$ cat config.mk
export PLATFORM = sky130hd
export DESIGN_NAME = decode_stage
export DESIGN_NICKNAME = d
export VERILOG_FILES = /design/src/logic/decode_pkg.sv /design/src/logic/decode_if.sv /design/src/logic/pipe_stage.sv /design/src/logic/inst_classifier.sv /design/src/logic/operand_select.sv /design/src/logic/decode_stage.sv
export VERILOG_INCLUDE_DIRS = /design/src /design/src/logic
export SDC_FILE = /design/constraint.sdc
export NUM_CORES = 1
export LEC_CHECK = 0
export BUFFER_PORTS_ARGS = -buffer_cell sky130_fd_sc_hd__buf_2
export CORE_MARGIN = 1.5
export CORE_UTILIZATION = 40
export CTS_CLUSTER_SIZE = 25
export DETAILED_ROUTE_END_ITERATION = 6
export SYNTH_ARGS = -nofsm -noshare
export SYNTH_HDL_FRONTEND = slang
export SYNTH_SLANG_ARGS = --single-unit
$ cat constraint.sdc
create_clock -name clk -period 19 [get_ports clk]
set_input_delay 1.9 -clock clk [delete_from_list [all_inputs] [get_ports clk]]
set_output_delay 1.9 -clock clk [all_outputs]
set_load 0.03 [all_outputs]
$ cat src/logic/decode_cfg.svh
// ###################################################################
// decode config: datapath widths and fixed constants of the decoder
// ###################################################################
`ifndef DECODE_CFG_SVH
`define DECODE_CFG_SVH

// data and instruction words
`define XLEN 64
`define ILEN 32

// register index and shift amount fields
`define RIDX_W 5
`define SHAMT_W 6

// pc step for one instruction
`define INST_BYTES 4

`endif

$ cat src/logic/decode_pkg.sv
// ###################################################################
// decode package: word types, format and micro-op enums, stage payloads
// ###################################################################
`default_nettype none

`include "decode_cfg.svh"

package decode_pkg;

  typedef logic [`XLEN-1:0] xlen_t;
  typedef logic [`ILEN-1:0] inst_t;
  typedef logic [`RIDX_W-1:0] reg_idx_t;

  typedef enum logic [2:0] {
    FMT_NONE,
    FMT_R,
    FMT_I,
    FMT_S,
    FMT_B,
    FMT_U,
    FMT_J
  } inst_fmt_e;

  // one value per kept RV64I instruction
  typedef enum logic [5:0] {
    UOP_LUI, UOP_AUIPC, UOP_JAL, UOP_JALR,
    UOP_BEQ, UOP_BNE, UOP_BLT, UOP_BGE, UOP_BLTU, UOP_BGEU,
    UOP_LB, UOP_LH, UOP_LW, UOP_LD, UOP_LBU, UOP_LHU, UOP_LWU,
    UOP_SB, UOP_SH, UOP_SW, UOP_SD,
    UOP_ADDI, UOP_SLTI, UOP_SLTIU, UOP_XORI, UOP_ORI, UOP_ANDI,
    UOP_SLLI, UOP_SRLI, UOP_SRAI,
    UOP_ADD, UOP_SUB, UOP_SLL, UOP_SLT, UOP_SLTU,
    UOP_XOR, UOP_SRL, UOP_SRA, UOP_OR, UOP_AND,
    UOP_ADDIW, UOP_SLLIW, UOP_SRLIW, UOP_SRAIW,
    UOP_ADDW, UOP_SUBW, UOP_SLLW, UOP_SRLW, UOP_SRAW,
    UOP_ILLEGAL
  } uop_e;

  // raw instruction with its register reads
  typedef struct packed {
    inst_t inst;
    xlen_t pc;
    xlen_t rs1_data;
    xlen_t rs2_data;
  } fetch_pkt_t;

  // decoded instruction ready for execute
  typedef struct packed {
    uop_e     uop;
    reg_idx_t rd;
    logic     rd_wen;
    reg_idx_t rs1;
    logic     rs1_ren;
    reg_idx_t rs2;
    logic     rs2_ren;
    xlen_t    op1;
    xlen_t    op2;
    xlen_t    op3;
  } issue_pkt_t;

endpackage

`default_nettype wire

$ cat src/logic/decode_if.sv
// ###################################################################
// classified instruction from classifier to operand select
// ###################################################################
`default_nettype none

interface dec_if;
  import decode_pkg::*;

  uop_e      uop;
  inst_fmt_e fmt;
  reg_idx_t  rs1;
  reg_idx_t  rs2;
  reg_idx_t  rd;
  logic      rs1_ren;
  logic      rs2_ren;
  logic      rd_wen;
  // sign-extended immediate for the format
  xlen_t     imm;
  xlen_t     pc;

  modport producer (
    output uop, fmt, rs1, rs2, rd, rs1_ren, rs2_ren, rd_wen, imm, pc
  );

  modport consumer (
    input uop, fmt, rs1, rs2, rd, rs1_ren, rs2_ren, rd_wen, imm, pc
  );

endinterface

`default_nettype wire

$ cat src/logic/pipe_stage.sv
// ###################################################################
// pipeline slot: one registered payload with valid/ready handshake
// ###################################################################
`default_nettype none

module pipe_stage #(
  parameter type payload_t = logic
) (
  input  logic     clk,
  input  logic     rst,
  input  logic     i_valid,
  output logic     o_ready,
  input  payload_t i_data,
  output logic     o_valid,
  input  logic     i_ready,
  output payload_t o_data
);

  logic load;

  // slot can take a new item when empty or draining this cycle
  assign o_ready = ~o_valid | i_ready;
  assign load    = i_valid & o_ready;

  always_ff @(posedge clk) begin
    if (rst) begin
      o_valid <= 1'b0;
    end else if (o_ready) begin
      o_valid <= i_valid;
    end
  end

  always_ff @(posedge clk) begin
    if (load) begin
      o_data <= i_data;
    end
  end

endmodule

`default_nettype wire

$ cat src/logic/inst_classifier.sv
// ###################################################################
// instruction classifier: micro-op, format, enables and immediates
// ###################################################################
`default_nettype none

`include "decode_cfg.svh"

module inst_classifier (
  input  decode_pkg::inst_t i_inst,
  input  decode_pkg::xlen_t i_pc,
  dec_if.producer           dec
);
  import decode_pkg::*;

  localparam logic [6:0] OPC_LUI    = 7'b0110111;
  localparam logic [6:0] OPC_AUIPC  = 7'b0010111;
  localparam logic [6:0] OPC_JAL    = 7'b1101111;
  localparam logic [6:0] OPC_JALR   = 7'b1100111;
  localparam logic [6:0] OPC_BRANCH = 7'b1100011;
  localparam logic [6:0] OPC_LOAD   = 7'b0000011;
  localparam logic [6:0] OPC_STORE  = 7'b0100011;
  localparam logic [6:0] OPC_IMM    = 7'b0010011;
  localparam logic [6:0] OPC_IMM32  = 7'b0011011;
  localparam logic [6:0] OPC_OP     = 7'b0110011;
  localparam logic [6:0] OPC_OP32   = 7'b0111011;

  logic [6:0]          opcode;
  logic [2:0]          func3;
  logic [6:0]          func7;
  reg_idx_t            rs1;
  reg_idx_t            rs2;
  reg_idx_t            rd;
  logic [`SHAMT_W-1:0] shamt;
  xlen_t               imm_i;
  xlen_t               imm_s;
  xlen_t               imm_b;
  xlen_t               imm_u;
  xlen_t               imm_j;
  uop_e                uop;
  inst_fmt_e           fmt_raw;
  inst_fmt_e           fmt;
  logic                rs1_ren;
  logic                rs2_ren;
  logic                rd_wen;
  logic                w_sh_lo;
  logic                w_sh_hi;

  assign opcode = i_inst[6:0];
  assign rd     = i_inst[11:7];
  assign func3  = i_inst[14:12];
  assign rs1    = i_inst[19:15];
  assign rs2    = i_inst[24:20];
  assign func7  = i_inst[31:25];
  assign shamt  = i_inst[25:20];

  assign imm_i = {{(`XLEN-12){i_inst[31]}}, i_inst[31:20]};
  assign imm_s = {{(`XLEN-12){i_inst[31]}}, i_inst[31:25], i_inst[11:7]};
  assign imm_b = {{(`XLEN-12){i_inst[31]}}, i_inst[7], i_inst[30:25], i_inst[11:8], 1'b0};
  assign imm_u = {{(`XLEN-32){i_inst[31]}}, i_inst[31:12], 12'b0};
  assign imm_j = {{(`XLEN-20){i_inst[31]}}, i_inst[19:12], i_inst[20], i_inst[30:21], 1'b0};

  // word shifts only take a 5-bit shamt
  assign w_sh_lo = (func7[6:1] == 6'b000000) & ~shamt[5];
  assign w_sh_hi = (func7[6:1] == 6'b010000) & ~shamt[5];

  always_comb begin
    uop     = UOP_ILLEGAL;
    fmt_raw = FMT_NONE;
    case (opcode)
      OPC_LUI: begin
        uop     = UOP_LUI;
        fmt_raw = FMT_U;
      end
      OPC_AUIPC: begin
        uop     = UOP_AUIPC;
        fmt_raw = FMT_U;
      end
      OPC_JAL: begin
        uop     = UOP_JAL;
        fmt_raw = FMT_J;
      end
      OPC_JALR: begin
        fmt_raw = FMT_I;
        if (func3 == 3'b000) uop = UOP_JALR;
      end
      OPC_BRANCH: begin
        fmt_raw = FMT_B;
        case (func3)
          3'b000: uop = UOP_BEQ;
          3'b001: uop = UOP_BNE;
          3'b100: uop = UOP_BLT;
          3'b101: uop = UOP_BGE;
          3'b110: uop = UOP_BLTU;
          3'b111: uop = UOP_BGEU;
          default: uop = UOP_ILLEGAL;
        endcase
      end
      OPC_LOAD: begin
        fmt_raw = FMT_I;
        case (func3)
          3'b000: uop = UOP_LB;
          3'b001: uop = UOP_LH;
          3'b010: uop = UOP_LW;
          3'b011: uop = UOP_LD;
          3'b100: uop = UOP_LBU;
          3'b101: uop = UOP_LHU;
          3'b110: uop = UOP_LWU;
          default: uop = UOP_ILLEGAL;
        endcase
      end
      OPC_STORE: begin
        fmt_raw = FMT_S;
        case (func3)
          3'b000: uop = UOP_SB;
          3'b001: uop = UOP_SH;
          3'b010: uop = UOP_SW;
          3'b011: uop = UOP_SD;
          default: uop = UOP_ILLEGAL;
        endcase
      end
      OPC_IMM: begin
        fmt_raw = FMT_I;
        case (func3)
          3'b000: uop = UOP_ADDI;
          3'b010: uop = UOP_SLTI;
          3'b011: uop = UOP_SLTIU;
          3'b100: uop = UOP_XORI;
          3'b110: uop = UOP_ORI;
          3'b111: uop = UOP_ANDI;
          3'b001: if (func7[6:1] == 6'b000000) uop = UOP_SLLI;
          3'b101: begin
            if (func7[6:1] == 6'b000000) uop = UOP_SRLI;
            else if (func7[6:1] == 6'b010000) uop = UOP_SRAI;
          end
          default: uop = UOP_ILLEGAL;
        endcase
      end
      OPC_IMM32: begin
        fmt_raw = FMT_I;
        if (func3 == 3'b000) uop = UOP_ADDIW;
        else if (func3 == 3'b001 && w_sh_lo) uop = UOP_SLLIW;
        else if (func3 == 3'b101 && w_sh_lo) uop = UOP_SRLIW;
        else if (func3 == 3'b101 && w_sh_hi) uop = UOP_SRAIW;
      end
      OPC_OP: begin
        fmt_raw = FMT_R;
        if (func7 == 7'b0000000) begin
          case (func3)
            3'b000: uop = UOP_ADD;
            3'b001: uop = UOP_SLL;
            3'b010: uop = UOP_SLT;
            3'b011: uop = UOP_SLTU;
            3'b100: uop = UOP_XOR;
            3'b101: uop = UOP_SRL;
            3'b110: uop = UOP_OR;
            default: uop = UOP_AND;
          endcase
        end else if (func7 == 7'b0100000) begin
          if (func3 == 3'b000) uop = UOP_SUB;
          else if (func3 == 3'b101) uop = UOP_SRA;
        end
      end
      OPC_OP32: begin
        fmt_raw = FMT_R;
        if (func7 == 7'b0000000) begin
          if (func3 == 3'b000) uop = UOP_ADDW;
          else if (func3 == 3'b001) uop = UOP_SLLW;
          else if (func3 == 3'b101) uop = UOP_SRLW;
        end else if (func7 == 7'b0100000) begin
          if (func3 == 3'b000) uop = UOP_SUBW;
          else if (func3 == 3'b101) uop = UOP_SRAW;
        end
      end
      default: uop = UOP_ILLEGAL;
    endcase
  end

  // unmatched sub-encodings fall back to no format
  assign fmt = (uop == UOP_ILLEGAL) ? FMT_NONE : fmt_raw;

  assign rs1_ren = fmt inside {FMT_R, FMT_I, FMT_S, FMT_B};
  assign rs2_ren = fmt inside {FMT_R, FMT_S, FMT_B};
  assign rd_wen  = fmt inside {FMT_R, FMT_I, FMT_U, FMT_J};

  always_comb begin
    case (fmt)
      FMT_I: dec.imm = imm_i;
      FMT_S: dec.imm = imm_s;
      FMT_B: dec.imm = imm_b;
      FMT_U: dec.imm = imm_u;
      FMT_J: dec.imm = imm_j;
      default: dec.imm = '0;
    endcase
  end

  assign dec.uop     = uop;
  assign dec.fmt     = fmt;
  assign dec.rs1_ren = rs1_ren;
  assign dec.rs2_ren = rs2_ren;
  assign dec.rd_wen  = rd_wen;
  assign dec.rs1     = rs1_ren ? rs1 : '0;
  assign dec.rs2     = rs2_ren ? rs2 : '0;
  assign dec.rd      = rd_wen ? rd : '0;
  assign dec.pc      = i_pc;

endmodule

`default_nettype wire

$ cat src/logic/operand_select.sv
// ###################################################################
// operand select: forms op1, op2 and op3 for a classified instruction
// ###################################################################
`default_nettype none

`include "decode_cfg.svh"

module operand_select (
  dec_if.consumer                dec,
  input  decode_pkg::xlen_t      i_rs1_data,
  input  decode_pkg::xlen_t      i_rs2_data,
  output decode_pkg::issue_pkt_t o_issue
);
  import decode_pkg::*;

  xlen_t op1;
  xlen_t op2;
  xlen_t op3;
  logic  shift_64;
  logic  shift_32;
  logic  is_load;

  assign shift_64 = dec.uop inside {UOP_SLLI, UOP_SRLI, UOP_SRAI};
  assign shift_32 = dec.uop inside {UOP_SLLIW, UOP_SRLIW, UOP_SRAIW};
  assign is_load  = dec.uop inside {UOP_LB, UOP_LH, UOP_LW, UOP_LD, UOP_LBU, UOP_LHU, UOP_LWU};

  always_comb begin
    case (dec.fmt)
      FMT_R, FMT_I, FMT_S, FMT_B: op1 = i_rs1_data;
      FMT_U: op1 = dec.imm;
      FMT_J: op1 = dec.pc;
      default: op1 = '0;
    endcase
  end

  always_comb begin
    case (dec.fmt)
      FMT_R, FMT_S, FMT_B: op2 = i_rs2_data;
      // link offset
      FMT_J: op2 = xlen_t'(`INST_BYTES);
      FMT_I: begin
        if (shift_64) op2 = {{(`XLEN-`SHAMT_W){1'b0}}, dec.imm[`SHAMT_W-1:0]};
        else if (shift_32) op2 = {{(`XLEN-`SHAMT_W+1){1'b0}}, dec.imm[`SHAMT_W-2:0]};
        else op2 = dec.imm;
      end
      FMT_U: op2 = dec.pc;
      default: op2 = '0;
    endcase
  end

  // branch/jump target, link address or address offset
  always_comb begin
    case (dec.fmt)
      FMT_B, FMT_J: op3 = dec.pc + dec.imm;
      FMT_S: op3 = dec.imm;
      FMT_I: begin
        if (dec.uop == UOP_JALR) op3 = dec.pc + xlen_t'(`INST_BYTES);
        else if (is_load) op3 = dec.imm;
        else op3 = '0;
      end
      default: op3 = '0;
    endcase
  end

  assign o_issue.uop     = dec.uop;
  assign o_issue.rd      = dec.rd;
  assign o_issue.rd_wen  = dec.rd_wen;
  assign o_issue.rs1     = dec.rs1;
  assign o_issue.rs1_ren = dec.rs1_ren;
  assign o_issue.rs2     = dec.rs2;
  assign o_issue.rs2_ren = dec.rs2_ren;
  assign o_issue.op1     = op1;
  assign o_issue.op2     = op2;
  assign o_issue.op3     = op3;

endmodule

`default_nettype wire

$ cat src/logic/decode_stage.sv
// ###################################################################
// registered RV64I decode stage, two slots around classify and select
// ###################################################################
`default_nettype none

module decode_stage (
  input  logic                 clk,
  input  logic                 rst,
  input  logic                 i_valid,
  output logic                 o_ready,
  input  decode_pkg::inst_t    i_inst,
  input  decode_pkg::xlen_t    i_pc,
  input  decode_pkg::xlen_t    i_rs1_data,
  input  decode_pkg::xlen_t    i_rs2_data,
  output logic                 o_valid,
  input  logic                 i_ready,
  output decode_pkg::uop_e     o_uop,
  output decode_pkg::reg_idx_t o_rd,
  output logic                 o_rd_wen,
  output decode_pkg::reg_idx_t o_rs1,
  output logic                 o_rs1_ren,
  output decode_pkg::reg_idx_t o_rs2,
  output logic                 o_rs2_ren,
  output decode_pkg::xlen_t    o_op1,
  output decode_pkg::xlen_t    o_op2,
  output decode_pkg::xlen_t    o_op3
);
  import decode_pkg::*;

  fetch_pkt_t fetch_in;
  fetch_pkt_t fetch_q;
  issue_pkt_t issue_d;
  issue_pkt_t issue_q;
  logic       fetch_valid;
  logic       issue_ready;

  dec_if dec ();

  assign fetch_in.inst     = i_inst;
  assign fetch_in.pc       = i_pc;
  assign fetch_in.rs1_data = i_rs1_data;
  assign fetch_in.rs2_data = i_rs2_data;

  // slot A holds the raw instruction
  pipe_stage #(
    .payload_t(fetch_pkt_t)
  ) slot_fetch (
    .clk     (clk),
    .rst     (rst),
    .i_valid (i_valid),
    .o_ready (o_ready),
    .i_data  (fetch_in),
    .o_valid (fetch_valid),
    .i_ready (issue_ready),
    .o_data  (fetch_q)
  );

  inst_classifier inst_classifier_inst (
    .i_inst (fetch_q.inst),
    .i_pc   (fetch_q.pc),
    .dec    (dec.producer)
  );

  operand_select operand_select_inst (
    .dec        (dec.consumer),
    .i_rs1_data (fetch_q.rs1_data),
    .i_rs2_data (fetch_q.rs2_data),
    .o_issue    (issue_d)
  );

  // slot B presents the decoded result
  pipe_stage #(
    .payload_t(issue_pkt_t)
  ) slot_issue (
    .clk     (clk),
    .rst     (rst),
    .i_valid (fetch_valid),
    .o_ready (issue_ready),
    .i_data  (issue_d),
    .o_valid (o_valid),
    .i_ready (i_ready),
    .o_data  (issue_q)
  );

  assign o_uop     = issue_q.uop;
  assign o_rd      = issue_q.rd;
  assign o_rd_wen  = issue_q.rd_wen;
  assign o_rs1     = issue_q.rs1;
  assign o_rs1_ren = issue_q.rs1_ren;
  assign o_rs2     = issue_q.rs2;
  assign o_rs2_ren = issue_q.rs2_ren;
  assign o_op1     = issue_q.op1;
  assign o_op2     = issue_q.op2;
  assign o_op3     = issue_q.op3;

endmodule

`default_nettype wire

==> summary.md, run 1 <==
| Metric | Value |
|---|---|
| Status | complete, no violations |
| Final hold violation count | 0 |
| Worst-Skew Late Latency | just over 0.6 ns |
| Hold_sp | slot_fetch.o_valid |
| Worst slew pin tran | about 1.0 ns |
| Reg2Reg Depth | 21 |
| Post-Syn Area per Cell | roughly 13 um^2 |
| Worst Setup Start Kind | register |
| Fillers | ~5,000 |
| Max cap viols | 0 |
| Final nets | 2,486 |
| Synth-to-layout area growth | 20.23% |
| Initial antenna violation count | 14 |
| Clock sink total | 442 |
| Reg2Reg Setup Slack | around 12 ns |
| Initial Util | roughly 40% |
| Post-synth net total | just over 2,000 |
| Gpl congestion | between 0.9 and 1 |
| Mapped Cells | between 1,500 and 2,000 |
| Clk_skew | 0.02610 ns |
| Most used DFF post-synth | edfxtp_1 |
| Number of CTS-inserted buffers | 47 |
| Slew headroom | between 30% and 40% |
| Root Driver | clkbuf_16 |
| Wire per inst | roughly 26 um |
| Hold-fix buffers at CTS | 0 |
| RR Startpoint | slot_fetch.o_data[206] |
| Hold Path Sink | slot_issue.o_valid |
| Fin Setup TNS | 0 ns |
| Die W | between 200 and 250 um |
| Global route total overflow | 0 |
| Syn Std Cell Area | roughly 0.022 mm^2 |
| # IOs | roughly 450 |
| Area of the die | about 0.057 mm^2 |
| Final setup fails | 0 |
| I/O Buffers | roughly 450 |
| DR vias/cell | about 5.9 |
| RR Endpoint | slot_issue.o_data[58] |
| Fin cells | about 2,900 |
| Die Ht | about 240 um |
| Sequential area share after synthesis | ~60% |
| Unrepaired setup endpoints after global routing | false |
| H-tree Lvls | 2 |
| WP data required | slightly below 20 ns |
| Crit path time final | 7.464 ns |
| Placed Instances | between 2,000 and 3,000 |
| Post-CTS Setup Bufs | 0 |
| FF+latch count, synth | 442 |
| Data arrival, critical path | between 7 and 8 ns |
| Clk buf depth | 3 |
| Core ar. | 0.05488 mm^2 |
| Fmax | 134.0 MHz |
| Gr usage total | 26.55% |
| Detailed Route WL | 77.61 mm |
| CTS clk-pin slew, worst paths | 0.06 ns |
| Post-synth EDFFs | 440 |
| CTS tree | yes |
| PwrDens | approximately 90 mW/mm^2 |
| P_leak | just over 10 nW |
| Count of cell types in the netlist | just over 90 |
| Worst Path Max Fanout | 23 |
| Placed wire-length estimate | approximately 56 mm |
| Initial DRT Pass Iterations | 6 |
| Syn. warnings | 0 |
| Via count | about 17,000 |
| Share of cells above drive strength 1 | 26.47% |
| Largest net degree at the start of global routing | about 160 |
| Residual DRC | 0 |
| Hold crit path type | reg2reg |
| Hold_ws | ~0.52 ns |
| Final period utilization | about two fifths |
| Critical path class | reg2reg |
| Final slew viol count | 0 |
| PostCTS Resize Cnt | 0 |
| ANT nets after route | 0 |
| First-pass GRT wire length | 111.1 mm |
| CP Capture Type | register |
| Vias in the first global route | approximately 16,000 |
| Post-synth ARST share | 0% |
| Min-Delay Path Depth | 2 |
| Peak VDD IR | approximately 0.098 mV |
| FP Rows | 86 |
| Starting DRC count in detailed routing | approximately 1,800 |
[worst max path at each step]
| stage | to | depth (start not counted) | from | slack [ns] |
|---|---|---|---|---|
| after detailed placement | slot_issue.o_data[62] | 21 | slot_fetch.o_data[206] | 11.71 |
| after global routing | slot_issue.o_data[62] | 21 | slot_fetch.o_data[205] | 10.98 |
| after global placement | slot_issue.o_data[58] | 22 | slot_fetch.o_data[205] | 11.73 |
| final | slot_issue.o_data[58] | 21 | slot_fetch.o_data[206] | 11.54 |
| after CTS | slot_issue.o_data[62] | 21 | slot_fetch.o_data[206] | 11.68 |
| after floorplan | slot_issue.o_data[0] | 2 | i_ready | 6.67 |
[worst max-delay path, cell delays in order, from the launching register on]
cell	delay, ns
edfxtp_1	0.71
nor3_4	0.55
o221ai_1	0.23
a2111o_1	0.47
or4_4	0.57
and2_4	0.18
and2_4	0.20
a21oi_1	0.51
nand2_1	0.46
nand2_1	0.16
ha_1	0.29
nand4_1	0.16
nor3_1	0.29
nand2_1	0.10
nand3_1	0.14
a221oi_1	0.13
a2111oi_0	0.72
o21ai_0	0.27
a211oi_1	0.50
o2111ai_1	0.22
a41oi_1	0.25
nand2_1	0.07
[kinds of logic after synthesis]
logic type,count (synthesis),synth area share [%]
muxes,3,0.1411
and+or+nand+nor,467,10.49
buffers and inverters,159,3.083
xor gates and xnor gates,119,4.703
AOI/OAI and AO/OA,506,17.51
DFF,442,59.80
adders and majority gates,75,4.268
[cell usage in the layout (no fill, tap or decap), types with 57 or more instances in the layout]
| master | count |
|---|---|
| nand2_1 | 142 |
| ha_1 | 74 |
| o21ai_0 | 59 |
| edfxtp_1 | 440 |
| nor2_1 | 100 |
| a21oi_1 | 92 |
| a221o_1 | 88 |
| buf_2 | 445 |
| inv_1 | 57 |
| xnor2_1 | 77 |
[routing by layer]
metal	GRT usage [%]	part of all wire, %
met5	0	0.11
met4	8.285	3.0
met3	6.039	8.4
met2	40.79	45
met1	37.32	43
[state kept, by name, summed over array words and instances, names as in the netlist]
name and flops:
slot_fetch.o_data 224, slot_issue.o_data 216, slot_fetch.o_valid 1, slot_issue.o_valid 1
[Yosys cell counts (9+ instances only)]
| cell | count | area share (%) |
|---|---|---|
| edfxtp_1 | 440 | 60 |
| nand2_1 | 142 | 2.4 |
| nor2_1 | 101 | 1.7 |
| a21oi_1 | 92 | 2.1 |
| a221o_1 | 88 | 4.0 |
| xnor2_1 | 77 | 3.0 |
| ha_1 | 74 | 4.2 |
| clkbuf_1 | 70 | 1.2 |
| o21ai_0 | 59 | 1.3 |
| inv_1 | 57 | 0.97 |
| nand3_1 | 48 | 1.1 |
| xor2_1 | 42 | 1.7 |
| a21o_1 | 37 | 1.3 |
| o221ai_1 | 27 | 1.1 |
| nor3_1 | 26 | 0.59 |
| nand4_1 | 25 | 0.71 |
| a222oi_1 | 23 | 1.0 |
| and2_1 | 23 | 0.65 |
| o211ai_1 | 21 | 0.71 |
| and3_1 | 19 | 0.54 |
| a22oi_1 | 17 | 0.58 |
| nor2b_1 | 16 | 0.45 |
| o21ai_1 | 16 | 0.36 |
| o21bai_1 | 16 | 0.54 |
| buf_4 | 15 | 0.51 |
| a22o_1 | 12 | 0.47 |
| a31oi_1 | 11 | 0.31 |
| buf_2 | 11 | 0.25 |
| o221ai_2 | 11 | 0.75 |
| o21a_1 | 9 | 0.30 |
[layout make-up]
type | count | area, um^2 | share of cell area [%]
Antenna cell | 6 | 15.01 | 0.05635
Clock buffer | 57 | 1214 | 4.555
Clock inverter | 30 | 392.9 | 1.475
Inverter | 57 | 214.0 | 0.8030
Multi-Input combinational cell | 1170 | 8285 | 31.10
Sequential cell | 442 | 13250 | 49.74
Tap cell | 704 | 880.8 | 3.306
Timing Repair Buffer | 465 | 2390 | 8.969
[power breakdown]
| group | switching [mW] | total, mW | internal, mW |
|---|---|---|---|
| clock network | 0.399 | 0.955 | 0.557 |
| registers | 0.0506 | 1.18 | 1.13 |
| logic | 0.171 | 0.257 | 0.0857 |
| total | 0.620 | 2.39 | 1.77 |
[metrics by stage]
step / setup slack (ns) / area [um^2] / power, mW / utilization, %
6_report: 11.54 / 26640 / 2.395 / 48.55
5_1_grt: 10.98 / 26640 / 2.471 / 48.54
4_1_cts: 11.68 / 26630 / 2.409 / 48.52
3_5_place_dp: 11.71 / 25020 / 1.457 / 45.60
3_3_place_gp: 11.73 / 25020 / 1.456 / 45.60
2_1_floorplan: 6.670 / 22160 / 1.358 / -
(Power assumes the default switching activity.)
==> run 2: changes to the inputs <==
==> constraint.sdc (replaced) <==
create_clock -name clk -period 7.6 [get_ports clk]
set_input_delay 0.76 -clock clk [delete_from_list [all_inputs] [get_ports clk]]
set_output_delay 0.76 -clock clk [all_outputs]
set_load 0.03 [all_outputs]
==> summary.md, run 2 (synthesis gave the netlist of run 1 again) <==
| Metric | Value |
|---|---|
| Hold crit path type | in2reg (was reg2reg) |
| Max stage delay cell, worst path | or4_1 (was a2111oi_0) |
| Number of flip-flops in the largest register | 224 (unchanged) |
| Synth-to-layout area growth | 20.71% (was 20.23%) |
| Vias in the first global route | 16,700 (was 16,470) |
| CTS tree | yes (unchanged) |
| FP Rows | 86 (unchanged) |
| Via count | 17,330 (was 17,340) |
| PwrDens | 221.2 mW/mm^2 (was 89.88 mW/mm^2) |
| Status | complete, but fails checks (was complete, no violations) |
| Data arrival, critical path | 7.27 ns (was 7.81 ns) |
| Final slew viol count | 0 (unchanged) |
| Detailed Route WL | 78.80 mm (was 77.61 mm) |
| Final non-filler cell area | 0.02675 mm^2 (was 0.02664 mm^2) |
| Place WS | 0.6685 ns (was 11.71 ns) |
| M3 GR Usage | 7.161% (was 6.039%) |
| Int Power | 4.367 mW (was 1.774 mW) |
| Commonest cells after routing, fill and taps aside | buf_2 (445), edfxtp_1 (440), nand2_1 (142) (unchanged) |
| Hold_ws | 0.3230 ns (was 0.5191 ns) |
| Gpl congestion | 0.9072 (was 0.9398) |
| Final setup fails | 0 (unchanged) |
| Initial Util | 40.38% (unchanged) |
| Final nets | 2,505 (was 2,486) |
| Critical path class | reg2reg (unchanged) |
| CP Capture Type | register (unchanged) |
| First-pass GRT wire length | 112.7 mm (was 111.1 mm) |
| Worst Setup Start Kind | register (unchanged) |
| Share of cells above drive strength 1 | 26.96% (was 26.47%) |
| Most used routing layer | met2 (unchanged) |
| Clock sink total | 442 (unchanged) |
| P_leak | 10.41 nW (was 10.35 nW) |
| Flop pwr share | 49.7% (was 49.4%) |
| CP cell instances | or4_1, nor4_1, a2111oi_0, a211oi_1, nand3_1, and2_4, or2_2, a21oi_1, ha_1, inv_1, fa_1, nor2b_1, o2111ai_1, a21oi_1, nor2_1, a211o_1, a2111oi_1, o21ai_0, a211oi_1, o2111ai_1, a41oi_1, nand2_1 (was nor3_4, o221ai_1, a2111o_1, or4_4, and2_4, and2_4, a21oi_1, nand2_1, nand2_1, ha_1, nand4_1, nor3_1, nand2_1, nand3_1, a221oi_1, a2111oi_0, o21ai_0, a211oi_1, o2111ai_1, a41oi_1, nand2_1) |
| Area of the die | 0.05683 mm^2 (unchanged) |
| CP max stage delay | 0.66 ns (was 0.72 ns) |
| Sw frac | 26.21% (was 25.90%) |
| Root Driver | clkbuf_16 (unchanged) |
| CTS clk-pin slew, worst paths | 0.07 ns (was 0.06 ns) |
| Worst slew pin tran | 1.071 ns (was 1.041 ns) |
| Placed Area | 0.02518 mm^2 (was 0.02502 mm^2) |
| Die W | 238.4 um (unchanged) |
| Clock share of power | 39.0% (was 39.9%) |
| Largest net degree at the start of global routing | 154 (was 163) |
| Global route total overflow | 0 (unchanged) |
| Wire per inst | 26.72 um (was 26.48 um) |
| Residual DRC | 2 (was 0) |
| Biggest register | slot_fetch.o_data (unchanged) |
| Number of CTS-inserted buffers | 47 (unchanged) |
| Initial antenna violation count | 14 (unchanged) |
| Switching power | 1.551 mW (was 0.6204 mW) |
| ANT nets after route | 0 (unchanged) |
| Crit path time final | 6.945 ns (was 7.464 ns) |
| Worst path top cell family by delay | compound AO/OA/AOI/OAI gates (unchanged) |
| Top flop regs | slot_fetch.o_data (224), slot_issue.o_data (216) (unchanged) |
| Met1 Use GR | 37.21% (was 37.32%) |
| Gr usage total | 26.94% (was 26.55%) |
| Placed wire-length estimate | 57.42 mm (was 56.45 mm) |
| Slew headroom | 28.60% (was 30.22%) |
| Unrepaired setup endpoints after global routing | false (unchanged) |
| DR vias/cell | 5.877 (was 5.916) |
| Comb pwr share | 11.3% (was 10.7%) |
| I/O Buffers | 445 (unchanged) |
| Starting DRC count in detailed routing | 1,702 (was 1,838) |
| Core ar. | 0.05488 mm^2 (unchanged) |
| Final hold violation count | 0 (unchanged) |
| Die Ht | 238.4 um (unchanged) |
| Max cap viols | 0 (unchanged) |
| Final period utilization | 91.38% (was 39.29%) |
| Fmax | 144.0 MHz (was 134.0 MHz) |
| CP bufs+invs | 1 (was 0) |
| Worst Path Max Fanout | 13 (was 23) |
| Hold-fix buffers at CTS | 0 (unchanged) |
| Commonest non-fill, non-tap cell in the layout | buf_2 (unchanged) |
| Worst setup margin | 0.6548 ns (was 11.54 ns) |
| # IOs | 446 (unchanged) |
| H-tree Lvls | 2 (unchanged) |
| Fillers | 4,938 (was 4,951) |
| GR Layer Usage met2 | 41.78% (was 40.79%) |
| WP data required | 7.93 ns (was 19.34 ns) |
| Initial DRT Pass Iterations | 7 (was 6) |
| Violated checks | DRC |
| Clk buf depth | 3 (unchanged) |
| Fin Setup TNS | 0 ns (unchanged) |
| Worst-Skew Late Latency | 0.61 ns (about the same) |
| Peak VDD IR | 0.2118 mV (was 0.09812 mV) |
| Clk_skew | 0.03809 ns (was 0.02610 ns) |
==> run 2: worst register-to-register path: cells and delay by family (launching register included) <==
kind	cells	cell delay [ns]
compound gates	11	3.12
fa+ha+maj	2	0.61
buf+inv	1	0.07
flops	1	0.46
simple gates	8	2.40
==> run 2: cell type report <==
type	instances	area [um^2]	share of cell area [%]
clock inverter	30	349.1	1.305
multi-input combinational	1170	8287	30.98
tap	704	880.8	3.293
antenna	8	20.02	0.07484
clock buffer	54	1202	4.495
inverter	57	214.0	0.7998
sequential	442	13250	49.54
timing repair buffer	484	2545	9.514
==> run 2: what timing repair did <==
| action | CTS | global route |
|---|---|---|
| setup buffers | 0 | 0 |
| resized for setup | 0 | 1 |
| endpoints found under the setup margin | 0 | 3 |
==> run 2: path summary, 6_finish.rpt <==
kind,start,to,slack (ns),depth (start not counted)
worst min-delay path,i_rs1_data[56],slot_fetch.o_data[120],0.32,1
worst max-delay path,slot_fetch.o_data[221],slot_issue.o_data[58],0.65,22
worst min register to register,slot_fetch.o_valid,slot_issue.o_valid,0.52,2
worst max register to register,slot_fetch.o_data[221],slot_issue.o_data[58],0.65,22
==> run 2: power by group through the flow <==
stage	Clock, mW	Sequential, mW	Combinational, mW
after CTS	2.35	2.94	0.666
after global routing	2.44	2.95	0.716
after detailed placement	0	2.99	0.663
after global placement	0	2.99	0.662
final	2.31	2.94	0.668
after floorplan	0	3.08	0.303
==> run 2: layer usage <==
metal | up-vias | share of wire [%]
met1 | 8555 | 42
li1 | 7827 | -
met3 | 112 | 9.4
met2 | 822 | 46
met4 | 16 | 2.3
met5 | - | 0.13
==> run 2: stage by stage <==
| stage | util (%) | power [mW] | instances |
|---|---|---|---|
| global route | 48.73 | 6.108 | 2945 |
| floorplan | - | 3.384 | 1771 |
| CTS | 48.71 | 5.953 | 2941 |
| detailed placement | 45.88 | 3.654 | 2857 |
| global placement | 45.88 | 3.651 | 2857 |
| finish | 48.75 | 5.918 | 2949 |
